[config.mk]
export PLATFORM = sky130hd
export DESIGN_NAME = snakeTop
export DESIGN_NICKNAME = d
export VERILOG_FILES = /design/src/common/snakePkg.sv /design/src/hw/gameFsm.sv /design/src/hw/stepTimer.sv /design/src/snake/snakeBody.sv /design/src/snake/collisionCheck.sv /design/src/hw/appleGen.sv /design/src/hw/scoreTracker.sv /design/src/hw/snakeTop.sv
export SDC_FILE = /design/constraint.sdc
export NUM_CORES = 1
export LEC_CHECK = 0
export BUFFER_PORTS_ARGS = -buffer_cell sky130_fd_sc_hd__buf_2
export CAP_MARGIN = 20
export CORE_ASPECT_RATIO = 0.9
export CORE_UTILIZATION = 55
export CTS_CLUSTER_SIZE = 25
export DETAILED_ROUTE_END_ITERATION = 10
export GPL_TIMING_DRIVEN = 0
export PLACE_DENSITY_LB_ADDON = 0.2
export SKIP_LAST_GASP = 1
export SYNTH_ARGS = -nofsm -noshare
export SYNTH_HDL_FRONTEND = slang
export SYNTH_SLANG_ARGS = --single-unit
[constraint.sdc]
create_clock -name clk -period 5.8 [get_ports clk]
set_input_delay 1.16 -clock clk [delete_from_list [all_inputs] [get_ports clk]]
set_output_delay 1.16 -clock clk [all_outputs]
set_load 0.05 [all_outputs]
[src/common/snakePkg.sv]
`default_nettype none

package snakePkg;

	localparam int GRID_BITS = 4;
	localparam int CELL_BITS = 2 * GRID_BITS;

	// playable area, row and column 0 and 15 are wall.
	localparam int BOARD_MIN = 1;
	localparam int BOARD_MAX = 14;

	localparam int MAX_LENGTH = 8;
	localparam int START_LENGTH = 3;
	localparam int START_X = 7;
	localparam int START_Y = 7;

	localparam int STEP_CYCLES = 4;
	localparam logic [CELL_BITS-1:0] LFSR_SEED = 8'hA5;

	typedef enum logic [1:0] {
		stIdle = 2'd0,
		stRun  = 2'd1,
		stOver = 2'd2
	} gameState;

	// bit positions in the one-hot direction word.
	localparam int dirUp = 0;
	localparam int dirDown = 1;
	localparam int dirLeft = 2;
	localparam int dirRight = 3;

	typedef struct packed {
		logic [GRID_BITS-1:0] x;
		logic [GRID_BITS-1:0] y;
	} cellPos;

	typedef union packed {
		cellPos pos;
		logic [CELL_BITS-1:0] idx;
	} cellT;

endpackage

`default_nettype wire

[src/hw/gameFsm.sv]
`timescale 1ns/1ps
`default_nettype none

module gameFsm import snakePkg::*; (
	input  logic     clk,
	input  logic     rstN,
	input  logic     start,
	input  logic     hit,
	input  logic     complete,
	input  logic     step,
	output logic     run,
	output logic     restart,
	output logic     gameOver,
	output gameState state
);

	gameState nextState;

	always_comb begin
		nextState = state;
		case (state)
			stIdle: begin
				if (start) begin
					nextState = stRun;
				end
			end
			stRun: begin
				// complete is stale while restart is high.
				if ((step && hit) || (complete && !restart)) begin
					nextState = stOver;
				end
			end
			stOver: begin
				if (start) begin
					nextState = stRun;
				end
			end
			default: begin
				nextState = stIdle;
			end
		endcase
	end

	always_ff @(posedge clk) begin
		if (!rstN) begin
			state <= stIdle;
			restart <= 1'b0;
		end else begin
			state <= nextState;
			restart <= (nextState == stRun) && (state != stRun); // one cycle per start.
		end
	end

	assign run = (state == stRun);
	assign gameOver = (state == stOver);

endmodule

`default_nettype wire

[src/hw/stepTimer.sv]
`timescale 1ns/1ps
`default_nettype none

module stepTimer import snakePkg::*; (
	input  logic clk,
	input  logic rstN,
	input  logic run,
	output logic step
);

	logic [$clog2(STEP_CYCLES)-1:0] count;
	logic wrap;

	assign wrap = (count == ($bits(count))'(STEP_CYCLES - 1));

	always_ff @(posedge clk) begin
		if (!rstN || !run) begin
			count <= '0;
		end else if (wrap) begin
			count <= '0;
		end else begin
			count <= count + 1'b1;
		end
	end

	// registered, so the first pulse lands STEP_CYCLES after run rises.
	always_ff @(posedge clk) begin
		if (!rstN || !run) begin
			step <= 1'b0;
		end else begin
			step <= wrap;
		end
	end

endmodule

`default_nettype wire

[src/snake/snakeBody.sv]
`timescale 1ns/1ps
`default_nettype none

module snakeBody import snakePkg::*; (
	input  logic                             clk,
	input  logic                             rstN,
	input  logic                             restart,
	input  logic                             step,
	input  logic                             hit,
	input  logic                             eat,
	input  logic [3:0]                       dirIn,
	output cellT                             head,
	output cellT                             nextHead,
	output logic [MAX_LENGTH*CELL_BITS-1:0]  body,
	output logic [3:0]                       length
);

	cellT cells [MAX_LENGTH];
	logic [3:0] dirReg;
	logic [3:0] dirNow;
	logic dirOneHot;
	logic reverse;

	always_comb begin
		dirOneHot = (dirIn != 4'b0) && ((dirIn & (dirIn - 4'd1)) == 4'b0);
		reverse = (dirIn[dirUp] && dirReg[dirDown]) ||
			(dirIn[dirDown] && dirReg[dirUp]) ||
			(dirIn[dirLeft] && dirReg[dirRight]) ||
			(dirIn[dirRight] && dirReg[dirLeft]);
		dirNow = (dirOneHot && !reverse) ? dirIn : dirReg; // keep old heading.
	end

	always_comb begin
		nextHead = cells[0];
		if (dirNow[dirUp]) begin
			nextHead.pos.y = cells[0].pos.y - 1'b1;
		end else if (dirNow[dirDown]) begin
			nextHead.pos.y = cells[0].pos.y + 1'b1;
		end else if (dirNow[dirLeft]) begin
			nextHead.pos.x = cells[0].pos.x - 1'b1;
		end else if (dirNow[dirRight]) begin
			nextHead.pos.x = cells[0].pos.x + 1'b1;
		end
	end

	always_ff @(posedge clk) begin
		if (!rstN || restart) begin
			dirReg <= 4'(1 << dirRight);
			length <= 4'(START_LENGTH);
			for (int i = 0; i < MAX_LENGTH; i++) begin
				cells[i].pos.x <= GRID_BITS'(START_X - i); // trails to the left.
				cells[i].pos.y <= GRID_BITS'(START_Y);
			end
		end else if (step && !hit) begin
			dirReg <= dirNow;
			cells[0] <= nextHead;
			for (int i = 1; i < MAX_LENGTH; i++) begin
				cells[i] <= cells[i-1];
			end
			if (eat && (length < 4'(MAX_LENGTH))) begin
				length <= length + 4'd1;
			end
		end
	end

	always_comb begin
		for (int i = 0; i < MAX_LENGTH; i++) begin
			body[i*CELL_BITS +: CELL_BITS] = cells[i].idx;
		end
	end

	assign head = cells[0];

endmodule

`default_nettype wire

[src/snake/collisionCheck.sv]
`timescale 1ns/1ps
`default_nettype none

module collisionCheck import snakePkg::*; (
	input  cellT                            nextHead,
	input  logic [MAX_LENGTH*CELL_BITS-1:0] body,
	input  logic [3:0]                      length,
	input  cellT                            apple,
	output logic                            eat,
	output logic                            hit
);

	logic wall;
	logic selfHit;

	always_comb begin
		wall = (nextHead.pos.x < BOARD_MIN) || (nextHead.pos.x > BOARD_MAX) ||
			(nextHead.pos.y < BOARD_MIN) || (nextHead.pos.y > BOARD_MAX);
	end

	// the tail cell leaves on this step, so it is skipped.
	always_comb begin
		selfHit = 1'b0;
		for (int i = 0; i < MAX_LENGTH; i++) begin
			if ((i + 1 < int'(length)) &&
				(body[i*CELL_BITS +: CELL_BITS] == nextHead.idx)) begin
				selfHit = 1'b1;
			end
		end
	end

	assign hit = wall || selfHit;
	assign eat = !hit && (nextHead.idx == apple.idx);

endmodule

`default_nettype wire

[src/hw/appleGen.sv]
`timescale 1ns/1ps
`default_nettype none

module appleGen import snakePkg::*; (
	input  logic                            clk,
	input  logic                            rstN,
	input  logic                            restart,
	input  logic                            step,
	input  logic                            eat,
	input  logic [MAX_LENGTH*CELL_BITS-1:0] body,
	input  logic [3:0]                      length,
	output cellT                            apple,
	output logic                            appleValid
);

	logic [CELL_BITS-1:0] lfsr;
	logic seeking;
	logic inBoard;
	logic covered;
	logic found;
	cellT cand;

	always_comb begin
		cand.idx = lfsr;
		inBoard = (cand.pos.x >= BOARD_MIN) && (cand.pos.x <= BOARD_MAX) &&
			(cand.pos.y >= BOARD_MIN) && (cand.pos.y <= BOARD_MAX);
		covered = 1'b0;
		for (int i = 0; i < MAX_LENGTH; i++) begin
			if ((i < int'(length)) && (body[i*CELL_BITS +: CELL_BITS] == cand.idx)) begin
				covered = 1'b1;
			end
		end
	end

	assign found = seeking && inBoard && !covered;

	// taps 8, 6, 5, 4.
	always_ff @(posedge clk) begin
		if (!rstN) begin
			lfsr <= LFSR_SEED;
		end else begin
			lfsr <= {lfsr[6:0], lfsr[7] ^ lfsr[5] ^ lfsr[4] ^ lfsr[3]};
		end
	end

	always_ff @(posedge clk) begin
		if (!rstN) begin
			seeking <= 1'b0;
			appleValid <= 1'b0;
		end else if (restart || (step && eat)) begin
			seeking <= 1'b1;
			appleValid <= 1'b0;
		end else if (found) begin
			seeking <= 1'b0;
			appleValid <= 1'b1;
		end
	end

	always_ff @(posedge clk) begin
		if (found) begin
			apple <= cand;
		end
	end

endmodule

`default_nettype wire

[src/hw/scoreTracker.sv]
`timescale 1ns/1ps
`default_nettype none

module scoreTracker import snakePkg::*; (
	input  logic       clk,
	input  logic       rstN,
	input  logic       restart,
	input  logic       step,
	input  logic       eat,
	output logic [3:0] ones,
	output logic [3:0] tens,
	output logic       complete
);

	logic [3:0] count;

	always_ff @(posedge clk) begin
		if (!rstN || restart) begin
			count <= 4'(START_LENGTH);
			ones <= 4'(START_LENGTH);
			tens <= 4'd0;
		end else if (step && eat && !complete) begin
			count <= count + 4'd1;
			if (ones == 4'd9) begin
				ones <= 4'd0; // decimal carry.
				tens <= tens + 4'd1;
			end else begin
				ones <= ones + 4'd1;
			end
		end
	end

	assign complete = (count == 4'(MAX_LENGTH));

endmodule

`default_nettype wire

[src/hw/snakeTop.sv]
`timescale 1ns/1ps
`default_nettype none

module snakeTop import snakePkg::*; (
	input  logic       clk,
	input  logic       rstN,
	input  logic       start,
	input  logic [3:0] dirIn,
	output logic [3:0] headX,
	output logic [3:0] headY,
	output logic [3:0] appleX,
	output logic [3:0] appleY,
	output logic       appleValid,
	output logic       step,
	output logic       gameOver,
	output logic       running,
	output logic [3:0] ones,
	output logic [3:0] tens
);

	logic run;
	logic restart;
	logic hit;
	logic eat;
	logic complete;
	gameState state;
	cellT head;
	cellT nextHead;
	cellT apple;
	logic [MAX_LENGTH*CELL_BITS-1:0] body;
	logic [3:0] length;

	gameFsm fsm (
		.clk(clk),
		.rstN(rstN),
		.start(start),
		.hit(hit),
		.complete(complete),
		.step(step),
		.run(run),
		.restart(restart),
		.gameOver(gameOver),
		.state(state)
	);

	stepTimer timer (
		.clk(clk),
		.rstN(rstN),
		.run(run),
		.step(step)
	);

	snakeBody snake (
		.clk(clk),
		.rstN(rstN),
		.restart(restart),
		.step(step),
		.hit(hit),
		.eat(eat),
		.dirIn(dirIn),
		.head(head),
		.nextHead(nextHead),
		.body(body),
		.length(length)
	);

	collisionCheck coll (
		.nextHead(nextHead),
		.body(body),
		.length(length),
		.apple(apple),
		.eat(eat),
		.hit(hit)
	);

	appleGen apples (
		.clk(clk),
		.rstN(rstN),
		.restart(restart),
		.step(step),
		.eat(eat),
		.body(body),
		.length(length),
		.apple(apple),
		.appleValid(appleValid)
	);

	scoreTracker score (
		.clk(clk),
		.rstN(rstN),
		.restart(restart),
		.step(step),
		.eat(eat),
		.ones(ones),
		.tens(tens),
		.complete(complete)
	);

	assign headX = head.pos.x;
	assign headY = head.pos.y;
	assign appleX = apple.pos.x;
	assign appleY = apple.pos.y;
	assign running = (state == stRun);

endmodule

`default_nettype wire

Yosys cells after proc, flatten, opt, wreduce, memory -nomap -nowiden
Memory sizes are Yosys's and may differ from the RTL's.
Cells that the tools add are included.
Cells by class
  add/subtract/negate cells: 10
  order comparisons: 18
  eq/ne operators: 24
  multiplexer cells: 42
  bitwise gates (word level): 13
  reductions and logical operators: 62
Operators by type and width (number)
  8-bit == test: 17
  8-bit 2-to-1 mux: 8
  1-bit logical AND: 35
  4-bit 2-to-1 mux: 8
  4-bit by 1-bit adder with 4-bit output (second input constant): 6
  1-bit 2-to-1 mux: 23
  3-bit by 4-bit < comparator with 1-bit output (first input constant): 4
  4-bit by 1-bit subtractor with 4-bit output (second input constant): 3
  1-bit logical OR: 11
  4-bit == test (second input constant): 2
  4-bit by 1-bit greater-or-equal comparator with 1-bit output (second input constant): 2
  4-bit greater-than comparator (second input constant): 2
  4-bit less-or-equal comparator (second input constant): 2
  1-bit by 4-bit < comparator with 1-bit output (first input constant): 2
  2-bit by 4-bit < comparator with 1-bit output (first input constant): 2
  4-bit by 1-bit < comparator with 1-bit output (second input constant): 2
  1-bit OR: 8
  1-bit zero test: 7
  2-bit OR reduction: 3
  4-bit AND: 1
  2-bit by 1-bit == test with 1-bit output (second input constant): 2
  2-bit == test (second input constant): 2
  4-bit zero test: 1
  4-bit < comparator (first input constant): 1
  11 further kinds: 15
Word-level totals
  bits in registers: 44
  RAM bits: 64
  memories kept: 1
Memories
  snake.cells: depth 8, bits a word 8, read ports 8, clocked after memory_dff 0, wr ports 8, line snakeBody.sv:18  | cellT cells [MAX_LENGTH];

Depth between registers and ports, before layout
Gate-level depths: netlist of the first run.
  depth in word-level cells: 28
  gate-level depth with buffers: 18

Modules after synthesis
Synthesis of the first run repeated with hierarchy kept, for this count alone.
Second synthesis, totals
  cells, all modules: 687
  area, all modules: 6568.8 um2
By module, submodules not included
  snakeBody: instances 1, cells each 320, area an instance 3214.3 um2, seq. area each 1801.7 um2
  appleGen: instances 1, cells each 151, area an instance 1524.0 um2, seq. area each 440.4 um2
  collisionCheck: instances 1, cells each 122, area an instance 958.4 um2, seq. area each 0.0 um2
  scoreTracker: instances 1, cells each 74, area an instance 636.9 um2, seq. area each 240.2 um2
  gameFsm: instances 1, cells each 12, area an instance 118.9 um2, seq. area each 60.1 um2
  stepTimer: instances 1, cells each 7, area an instance 102.6 um2, seq. area each 60.1 um2
  snakeTop: instances 1, cells each 1, area an instance 13.8 um2, seq. area each 0.0 um2

Worst setup path after synthesis of the first run
No wires, ideal clock.
  path kind: input port to flip-flop
  start: input dirIn[3]
  end: memory snake.cells[0][0] (netlist bit) (enable)
  setup time: 394 ps
  arrival time: 5144 ps
  required time: 5406 ps
  setup slack: 262 ps
  cell stages on the path: 15
  path buffers: 5
  cell sequence: buf_2 xor2_1 a211o_2 and3_1 or2_0 clkbuf_1 o31ai_2 xnor2_1 nor4_1 or3_4 or4_1 buf_2 buf_2 buf_2 nand2_1
RTL lines
  start: declaration: line snakeTop.sv:8  | input logic [3:0] dirIn,
  end: declaration: line snakeBody.sv:18

==> results.md, run 1 <==
* CTS tree: yes
* First-pass GRT wire length at a little under 40000 um
* Yosys warning count at 0
* Critical-path cell list: buf_2 > buf_2 > nor2_1 > a2111o_1 > and3_1 > buf_6 > xnor2_2 > xnor2_1 > a211o_1 > or4_1 > nand4_1 > or4_1 > buf_2 > buf_2 > buf_2 > nand2_8
* Type of the worst setup path: in2reg
* Core Util, Final at 0.624
* Post-route DRC at 0
* Worst endpoint required time at 5.83 ns
* Crit start category: input port
* Slowest stage cell, crit path: xnor2_2
* Status: completed
* Seq/Total Area, Yosys at 0.342
* Slowest stage delay, CP at ~0.8 ns
* Mapped Cells at about 860
* Fillers at 1155
* Setup violations, final at 0
* Routed WL at 26100 um
* Starting density of the core at 0.567
* Vias per inst at around 6.6
* N_diodes at 0
* Origin of the worst setup path: dirIn[2]
* CTS buffer count at 9
* Final #Nets at between 900 and 1000
* Crit-path max FO at 36
* Cell mode on critical path: buf_2
* RePlAce Congestion at ~0.96
* Synth Flop Type: dfxtp_1
* Root Buffer: clkbuf_16
* Global route overflow at 0
* Clk pin slew, worst setup/hold paths at around 0.08 ns
* ANT nets after route at 0
* Avg Cell Area, Syn at between 8 and 9 sq um
* Vias in the first global route at 6657
* Max-slew violation count at 0
* Layout cells sized above 1 at 0.123
* P&R area growth vs syn at 10.0%
* Dpl cells at between 1000 and 1500
* Largest net degree at the start of global routing at 37
* Leak at roughly 3.2 nW
* Reg2reg path depth at 17
* # hold bufs at CTS at 0
* First-pass detailed-route iteration total at 6
* Fmax at between 0.15 and 0.2 GHz
* Fraction of registers with async set/reset at 0
* Die area at approximately 14000 sq um
* Flop-to-flop setup slack at ~0.6 ns
* Hold Path Class: reg2reg
* Max-cap violation count at 0
* Unrepaired setup endpoints after global routing: no
* Syn nets at ~880
* Worst EP arrival at around 5.7 ns
* Die H at ~110 um
* Critical Path End Type: register
* Flops & latches, synth at between 100 and 150
* Power per Cell Area at 211 nW/um^2
* Post-synth EDFFs at 44
* Standard-cell row count at 40
* Final std cells w/o fill at roughly 1100
* Hold depth at 1
* Worst reg2reg endpoint: snake.cells[0][28]$_SDFFCE_PN0P_
* Final worst path period share at 0.974
* DR vias at just over 7000
* Count of different cell masters after synthesis at 88
* Min Tclk post-route at around 5.7 ns
* CP endpoint: snake.cells[0][28]$_SDFFCE_PN0P_
* H-tree depth at 3
* Clock latency on the worst-skew pair at ~0.36 ns
* Maximum VDD drop at around 160 uV
* Core area at around 13000 sq um
* CTS Sinks at approximately 110
* Die W at between 100 and 150 um
* Routed wire per std cell at approximately 24 um
* Cell Area, Synth at between 7000 and 8000 sq um
* Place WS at -0.691 ns
* IO Count at 35
* Max-slew headroom at 0.311
* Initial antenna violation count at 0
* Layout Skew at around 0.0047 ns
* DR iter-0 viols at 799
* Dpl hpwl at approximately 19000 um
* Reg2Reg Launch Point: snake.cells[0][5]$_DFFE_PP_
* Final Hold Vio Count at 0
* GRT Overall Usage at 0.370
* CTS max path bufs at 2
* Pin slew with the least headroom to its limit at about 1.0 ns
* Final WS setup at 0.149 ns
* PortBufs at 33
-- routing by layer --
metal,GRT usage,routed length (um)
met1,0.505,10900
met2,0.561,11300
met3,0.0966,3060
met4,0.137,822
met5,0.0277,25
-- placed cells by master (no fill, tap or decap), drive strengths merged, types with 6 or more instances in the layout --
cell | netlist | final
nor4 | 20 | 20
ha | 10 | 10
buf | 36 | 70
nand2 | 93 | 93
nand4 | 24 | 24
a211o | 6 | 6
nand3 | 25 | 25
nor3 | 19 | 19
clkbuf | 38 | 48
o22ai | 7 | 7
nor2b | 15 | 15
nor2 | 37 | 37
edfxtp | 44 | 44
o211ai | 14 | 14
o21ai | 24 | 24
or2 | 6 | 6
a211oi | 14 | 14
and3 | 25 | 25
xor2 | 44 | 44
and2 | 6 | 6
dfxtp | 64 | 64
nand4b | 7 | 7
nand2b | 11 | 11
or4 | 8 | 8
or3 | 19 | 19
xnor3 | 11 | 11
xnor2 | 70 | 70
inv | 27 | 29
a21oi | 43 | 43
-- flip-flops by register name, indices dropped and copies added, names as in the netlist --
signal             count
snake.cells           64
apples.apple           8
apples.cand            8
score.count            4
score.ones             4
score.tens             4
snake.dirReg           4
snake.length           4
fsm.state              2
timer.count            2
apples.appleValid      1
apples.seeking         1
fsm.restart            1
timer.step             1
-- cells in the mapped netlist, types with 7 or more instances --
| cell | instances | area share |
|---|---|---|
| nand3_1 | 25 | 0.016 |
| nor3_1 | 19 | 0.012 |
| inv_1 | 27 | 0.013 |
| nor2_1 | 37 | 0.018 |
| ha_1 | 10 | 0.016 |
| edfxtp_1 | 44 | 0.17 |
| nand4b_1 | 7 | 0.0081 |
| o21ai_0 | 21 | 0.014 |
| and3_1 | 25 | 0.021 |
| a21oi_1 | 43 | 0.028 |
| nor4_1 | 18 | 0.015 |
| dfxtp_1 | 64 | 0.17 |
| buf_4 | 10 | 0.0099 |
| buf_2 | 17 | 0.011 |
| or4_1 | 8 | 0.0079 |
| nand2_1 | 92 | 0.045 |
| xor2_1 | 44 | 0.051 |
| nand2b_1 | 11 | 0.0090 |
| buf_1 | 7 | 0.0035 |
| clkbuf_1 | 38 | 0.019 |
| nor2b_1 | 15 | 0.012 |
| o211ai_1 | 13 | 0.013 |
| xnor3_1 | 11 | 0.033 |
| a211oi_1 | 11 | 0.011 |
| xnor2_1 | 68 | 0.078 |
| nand4_1 | 24 | 0.020 |
| or3_1 | 18 | 0.015 |
-- worst min-delay path by stage --
stage | start | end
finish | timer.count[0]$_SDFF_PP0_ | timer.count[0]$_SDFF_PP0_
CTS | timer.count[0]$_SDFF_PP0_ | timer.count[0]$_SDFF_PP0_
global placement | timer.count[0]$_SDFF_PP0_ | timer.count[0]$_SDFF_PP0_
floorplan | timer.count[0]$_SDFF_PP0_ | timer.count[0]$_SDFF_PP0_
detailed placement | timer.count[0]$_SDFF_PP0_ | timer.count[0]$_SDFF_PP0_
global route | timer.count[0]$_SDFF_PP0_ | timer.count[0]$_SDFF_PP0_
-- area by class of cell --
cell class | instances | area, sq um | share of cell area
Timing Repair Buffer | 35 | 178 | 0.0212
Tap cell | 168 | 210 | 0.0251
Sequential cell | 108 | 2600 | 0.311
Multi-Input combinational cell | 650 | 4610 | 0.551
Clock inverter | 7 | 83.8 | 0.0100
Inverter | 27 | 101 | 0.0121
Buffer | 74 | 358 | 0.0428
Clock buffer | 9 | 225 | 0.0269
-- worst max-delay path, delay by kind of cell --
kind,cells,cell delay (ns)
xor gates and xnor gates,2,0.94
buffers and inverters,6,1.28
and+or+nand+nor,6,1.51
AOI/OAI and AO/OA,2,0.74
-- through the flow --
step | total power (W) | TNS (ns) | hold slack, ns | area, sq um
floorplan | 0.00105 | 0 | 0.407 | 7610
global placement | 0.00113 | -52.88 | 0.417 | 7980
detailed placement | 0.00113 | -33.04 | 0.433 | 7990
CTS | 0.00176 | 0 | 0.444 | 8310
global route | 0.00182 | 0 | 0.472 | 8370
finish | 0.00177 | 0 | 0.443 | 8370
-- cell families (layout without fill, tap and decap cells) --
kind of cell / count (synthesis) / count (layout) / share of synthesized area
multiplexers: 3 / 3 / 0.00395
adder cells (fa/ha/maj): 10 / 10 / 0.0164
XOR/XNOR: 126 / 126 / 0.169
AND/OR/NAND/NOR: 329 / 329 / 0.233
buffers and inverters: 101 / 152 / 0.0595
AO/OA/AOI/OAI: 182 / 182 / 0.176
flip-flops: 108 / 108 / 0.342
-- power breakdown --
group          internal, W  switching [W]
registers         0.000807      0.0000157
logic             0.000106       0.000202
clock network     0.000308       0.000329
total              0.00122       0.000546
-- repair_timing --
| item | CTS | global route |
|---|---|---|
| endpoints found under the setup margin | 41 | 52 |
| resized for setup | 4 | 10 |
| hold endpoints to repair | 0 | 0 |
| setup buffers | 0 | 1 |
| pin swaps | 0 | 1 |
Note: power is estimated with default switching activity, not from simulation.
==> run 2, diff against run 1 <==
clock period = 6.4 ns   (was 5.8 ns; I/O delays follow)
==> run 2 against run 1 <==
Clock skew up 0.00066 ns. Final area down 0.67%. Core utilization down 0.42 points. Sequential share of layout area up 0.21 points. Global-route usage about the same. Final cell count about the same. Critical path depth unchanged. Sequential cell count unchanged. Die area unchanged. Worst setup slack better by 0.019 ns. Clock power down 8.8%. Total power down 9.3%.
==> results.md, run 2 (synthesis results as in run 1) <==
* Power per Cell Area at 193 nW/um^2
* CTS tree: yes
* Clock share of power at 0.362
* Global route overflow at 0
* Largest regs: snake.cells: 64 flops, apples.apple: 8 flops, apples.cand: 8 flops
* Leak at approximately 3.2 nW
* PortBufs at 33
* H-tree depth at 3
* Clk pin slew, worst setup/hold paths at roughly 0.08 ns
* Critical-path cell list: buf_2 > buf_2 > nor2_1 > a211oi_2 > clkbuf_1 > o22ai_1 > o211ai_1 > buf_2 > a21o_1 > nor4_1 > a32oi_1 > o221ai_1 > nor4_4 > clkbuf_1 > nand2_1 > nor2_1
* Maximum VDD drop at 144 uV
* Largest net degree at the start of global routing at 37
* Min Tclk post-route at 6.23 ns
* Crit start category: input port
* CTS buffer count at 9
* Design Area, Final at 8310 sq um
* Tot Pwr at ~0.0016 W
* Fmax at around 0.16 GHz
* Commonest non-fill, non-tap cell in the layout: nand2_1
* DR iter-0 viols at 787
* Standard-cell row count at 40
* Die area at around 14000 sq um
* P&R area growth vs syn at 9.28%
* Initial antenna violation count at 0
* CTS Sinks at ~110
* First-pass detailed-route iteration total at 5
* Critical Path End Type: register
* Type of the worst setup path: in2reg
* Root Buffer: clkbuf_16
* N_diodes at 0
* Routed WL at ~26000 um
* Crit-path max FO at 10
* CTS max path bufs at 2
* Vias per inst at 6.57
* First-pass GRT wire length at 39200 um
* Die W at roughly 130 um
* GRT Overall Usage at 0.370
* Max reg flops at 64
* Max-slew headroom at 0.247
* Die H at 114 um
* DR vias at roughly 7000
* Proportion of power drawn by flip-flops and latches at 0.465
* Max-cap violation count at 0
* Core area at between 10000 and 15000 sq um
* Slowest stage cell, crit path: clkbuf_1
* Final worst path period share at 0.974
* Worst EP arrival at 6.44 ns
* Largest register by flop count: snake.cells
* RePlAce Congestion at 0.959
* Logic pwr share at 0.172
* Placed instance area at approximately 8000 sq um
* Pin slew with the least headroom to its limit at approximately 1.1 ns
* Worst endpoint required time at 6.61 ns
* Final Hold Vio Count at 0
* Max-slew violation count at 0
* Dpl hpwl at 18900 um
* Layout cells sized above 1 at 0.117
* Layout Skew at roughly 0.0054 ns
* Most frequent cells in the layout: nand2_1, xnor2_1, dfxtp_1, buf_2
* Starting density of the core at 0.567
* Hold Path Class: reg2reg
* Slowest stage delay, CP at 0.67 ns
* Routed wire per std cell at 24.2 um
* # hold bufs at CTS at 0
* Setup violations, final at 0
* Clock latency on the worst-skew pair at 0.36 ns
* Status: completed
* Vias in the first global route at ~6600
* ANT nets after route at 0
* IO Count at 35
* Switch Pwr at between 0.0004 and 0.0005 W
* Switching part of the total at 0.310
* Cell mode on critical path: buf_2
* Post-route DRC at 0
* Unrepaired setup endpoints after global routing: no
* Power Internal at ~0.0011 W
* Final #Nets at 921
-- run 2: cell types whose count changed in the layout (fill, tap and decap cells not counted), sizes merged --
cell  change
buf       -1
-- run 2: final timing paths --
path	startpoint	end	slack (ns)	cells past startpoint
setup / recovery	dirIn[2]	snake.cells[0][3]$_DFFE_PP_	0.17	16
hold / removal	timer.count[0]$_SDFF_PP0_	timer.count[0]$_SDFF_PP0_	0.44	1
setup reg to reg	snake.dirReg[0]$_SDFFE_PP0P_	snake.cells[0][3]$_DFFE_PP_	0.96	15
hold reg to reg	timer.count[0]$_SDFF_PP0_	timer.count[0]$_SDFF_PP0_	0.44	1
-- run 2: per-layer routing --
layer,vias to the layer above,GRT usage,share of wire
met5,-,0.0277,0.00096
met4,2,0.126,0.029
met3,53,0.0919,0.11
met2,437,0.565,0.43
met1,3351,0.508,0.42
li1,3231,-,-
-- run 2: power by group through the flow --
stage | clock network (W) | registers, W | logic [W]
3_5_place_dp | 0 | 0.000762 | 0.000265
5_1_grt | 0.000603 | 0.000748 | 0.000291
6_report | 0.000581 | 0.000746 | 0.000276
4_1_cts | 0.000581 | 0.000746 | 0.000267
2_1_floorplan | 0 | 0.000768 | 0.000183
3_3_place_gp | 0 | 0.000762 | 0.000263
-- run 2: metrics by stage --
step,hold WS [ns],setup WS (ns),utilization,setup TNS [ns],cells
3_5_place_dp,0.433,-0.211,0.595,-7.95,1060
3_3_place_gp,0.417,-0.795,0.595,-28.93,1060
2_1_floorplan,0.407,0.742,-,0,859
6_report,0.442,0.168,0.620,0,1077
4_1_cts,0.444,0.141,0.618,0,1076
5_1_grt,0.472,0.00347,0.620,0,1077
-- run 2: repair_timing --
| action | in CTS | in global routing |
|---|---|---|
| resized for setup | 0 | 2 |
| setup buffers | 0 | 0 |
| endpoints found under the setup margin | 0 | 41 |
-- run 2: layout make-up --
type / count / area, sq um
plain buffers: 74 / 352
clock buffers: 9 / 225
clock inverters: 7 / 83.8
fillers: 1156 / 5100
inverters: 27 / 101
multi-input cells: 650 / 4570
flip-flops and latches: 108 / 2600
well taps: 168 / 210
repair buffers: 34 / 170
-- run 2: critical path, delay by kind of cell --
| kind | cells | cell delay [ns] |
|---|---|---|
| buffers and inverters | 5 | 1.97 |
| and+or+nand+nor | 5 | 1.46 |
| AOI/OAI and AO/OA | 6 | 1.71 |
==> run 3, diff against run 2 <==
SYNTH_HIERARCHICAL = 1   (was default)
==> run 3 against run 2 <==
Synthesized cell count shrank 20%. Synthesized area shrank 14%. Global-route usage shrank 6.8 points. Clock power shrank 6.0%. Total power shrank 4.2%. Worst setup slack gained 0.10 ns. Fmax grew 1.7%. Sequential cell count is the same.
==> results.md, run 3 <==
* Status: completed
* CTS resizes at 0
* Worst endpoint required time at 6.39 ns
* Global route overflow at 0
* Proportion of power drawn by flip-flops and latches at 0.489
* Clock latency on the worst-skew pair at approximately 0.36 ns
* Crit start category: input port
* Max-slew headroom at 0.540
* Maximum VDD drop at ~130 uV
* Largest regs: snake/cells: 64 flops, apples/apple: 8 flops, apples/cand: 8 flops
* Flops & latches, synth at 108
* Routed WL at 17800 um
* Power Internal at approximately 0.0011 W
* DR vias at approximately 5400
* ANT nets after route at 0
* Most frequent cells in the layout: xnor2_1, nand2_1, dfxtp_1, xor2_1, edfxtp_1
* Final Hold Vio Count at 0
* Synth Flop Type: dfxtp_1
* Slowest stage cell, crit path: clkbuf_1
* Type of the worst setup path: in2reg
* Final hold slack at roughly 0.47 ns
* CTS max path bufs at 2
* Design Area, Final at a little over 7000 sq um
* Routed wire per std cell at ~20 um
* Switch Pwr at ~0.00044 W
* Layout cells sized above 1 at 0.147
* H-tree depth at 3
* Setup violations, final at 0
* Die H at between 100 and 150 um
* Critical Path End Type: register
* Fmax at around 0.16 GHz
* Final worst path period share at 0.958
* Power per Cell Area at 213 nW/um^2
* Setup Fix Bufs, Post-CTS at 0
* Place WS at -0.205 ns
* Switching part of the total at 0.287
* Starting density of the core at 0.570
* Unrepaired setup endpoints after global routing: no
* Core area at ~12000 sq um
* Initial antenna violation count at 0
* Mapped Cells at between 600 and 700
* Post-synth EDFFs at 44
* Max-slew violation count at 0
* First-pass detailed-route iteration total at 5
* Hold Path Class: reg2reg
* Commonest non-fill, non-tap cell in the layout: xnor2_1
* Vias per inst at between 6 and 7
* Seq/Total Area, Yosys at 0.396
* PortBufs at 32
* Final #Nets at about 750
* Slowest stage delay, CP at ~0.53 ns
* Synth top area share at 0.201
* GRT met3 Usage at 0.0564
* GRT Overall Usage at 0.302
* Clk pin slew, worst setup/hold paths at ~0.070 ns
* Synth area leaders: edfxtp_1, dfxtp_1, xnor2_1
* Fraction of registers with async set/reset at 0
* Syn nets at roughly 700
* Pin slew with the least headroom to its limit at 0.688 ns
* Most common cell in the netlist: xnor2_1
* Count of different cell masters after synthesis at a little over 80
* Leak at 2.65 nW
* # hold bufs at CTS at 0
* Max reg flops at between 60 and 70
* Die W at approximately 120 um
* Top Usage Layer GRT: met2
* Avg Cell Area, Syn at 9.56 sq um
* Worst EP arrival at between 6 and 7 ns
* CTS Sinks at between 100 and 150
* Min Tclk post-route at 6.13 ns
* Cell Area, Synth at between 6000 and 7000 sq um
* Largest net degree at the start of global routing at 37
* Root Buffer: clkbuf_16
* Die area at 12400 sq um
* Dpl hpwl at 12500 um
* Dpl cells at 875
* First-pass GRT wire length at roughly 28000 um
* CTS buffer count at 9
* Crit-path max FO at 36
* Final WS setup at about 0.27 ns
* Post-route DRC at 0
* Vias in the first global route at between 5000 and 6000
* CTS tree: yes
* Crit path buf inv count at 4
* Standard-cell row count at 37
* Layout Skew at 0.00737 ns
* RePlAce Congestion at 0.928
* Fillers at roughly 1000
* Logic pwr share at 0.155
* Max-cap violation count at 0
* Placed instance area at between 6000 and 7000 sq um
* Largest area contributor in the netlist: edfxtp_1
* Clock share of power at 0.356
* Critical-path cell list: buf_2 > nor3b_2 > nor4_2 > o21a_1 > o21ai_2 > a21oi_2 > xor2_1 > buf_4 > xnor2_1 > nand4_1 > nor4_1 > nor4_2 > o21ai_1 > a21bo_1 > nand2b_1 > clkbuf_1 > clkbuf_1 > nand2_4
* Most common library cells after synthesis: xnor2_1, nand2_1, dfxtp_1
* IO Count at 35
* N_diodes at 0
* Met1 usage at 0.420
* Final std cells w/o fill at around 900
* Largest register by flop count: snake/cells
* Yosys warning count at 6
* Delay-heaviest family, CP: simple AND/OR/NAND/NOR gates
* DR iter-0 viols at between 600 and 700
* P&R area growth vs syn at 9.83%
* Routing usage on met2 at 0.462
[run 3: cell types whose count changed in the layout (fill, tap and decap cells not counted), moves of 10 or more]
cell      before  now
nor2_1        37   26
a211oi_1      11    1
nand2_1       91   81
and3_1        25   13
xnor2_1       68   87
nor2b_1       15    5
xor2_1        44   59
xnor3_1       11    0
buf_2         50   33
o21ai_0       21    6
a21oi_1       43   26
clkbuf_1      38   14
[run 3: layout make-up]
type / instances / area (sq um) / share of cell area
inverter: 18 / 67.6 / 0.00937
clock buffer: 9 / 225 / 0.0312
buffer: 44 / 305 / 0.0423
timing repair buffer: 32 / 160 / 0.0222
tap: 156 / 195 / 0.0271
sequential: 108 / 2600 / 0.361
clock inverter: 7 / 57.6 / 0.00798
multi-input combinational: 517 / 3600 / 0.499
[run 3: through the flow]
step / TNS (ns) / total power [W] / utilization
floorplan: 0 / 0.000939 / -
global placement: -22.87 / 0.000993 / 0.601
detailed placement: -7.31 / 0.000999 / 0.601
CTS: 0 / 0.00154 / 0.625
global route: 0 / 0.00158 / 0.626
finish: 0 / 0.00154 / 0.626
[run 3: worst min-delay path, stage by stage (launching register included)]
cell and delay, ns:
dfxtp_1 0.32, nand2_1 0.06, mux2i_1 0.05
[run 3: cells by family after synthesis]
family / after synthesis / share of synthesized area
flip-flops: 108 / 0.396
multiplexers: 8 / 0.0130
adder cells (fa/ha/maj): 9 / 0.0171
AO/OA/AOI/OAI: 80 / 0.0876
AND/OR/NAND/NOR: 273 / 0.232
buffers and inverters: 62 / 0.0568
XOR/XNOR: 147 / 0.197
[run 3: final timing paths]
path,from,to,slack (ns),depth (start not counted)
max reg2reg,snake/dirReg[1]$_SDFFE_PP0P_,snake/cells[0][6]$_DFFE_PP_,0.97,17
max,dirIn[3],snake/cells[0][6]$_DFFE_PP_,0.27,18
min,score/tens[3]$_SDFFE_PP0P_,score/tens[3]$_SDFFE_PP0P_,0.47,2
min reg2reg,score/tens[3]$_SDFFE_PP0P_,score/tens[3]$_SDFFE_PP0P_,0.47,2
[run 3: layer usage]
layer | routed length, um | part of all wire | vias up
li1 | - | - | 2492
met1 | 7510 | 0.42 | 2585
met2 | 8130 | 0.46 | 295
met3 | 1730 | 0.097 | 40
met4 | 449 | 0.025 | 0
met5 | 0 | 0 | -
[run 3: power groups by stage]
stage	combinational [W]	clock [W]	sequential (W)
floorplan	0.000168	0	0.000771
global placement	0.000226	0	0.000766
detailed placement	0.000232	0	0.000767
CTS	0.000234	0.000550	0.000751
global route	0.000253	0.000575	0.000752
finish	0.000238	0.000546	0.000751
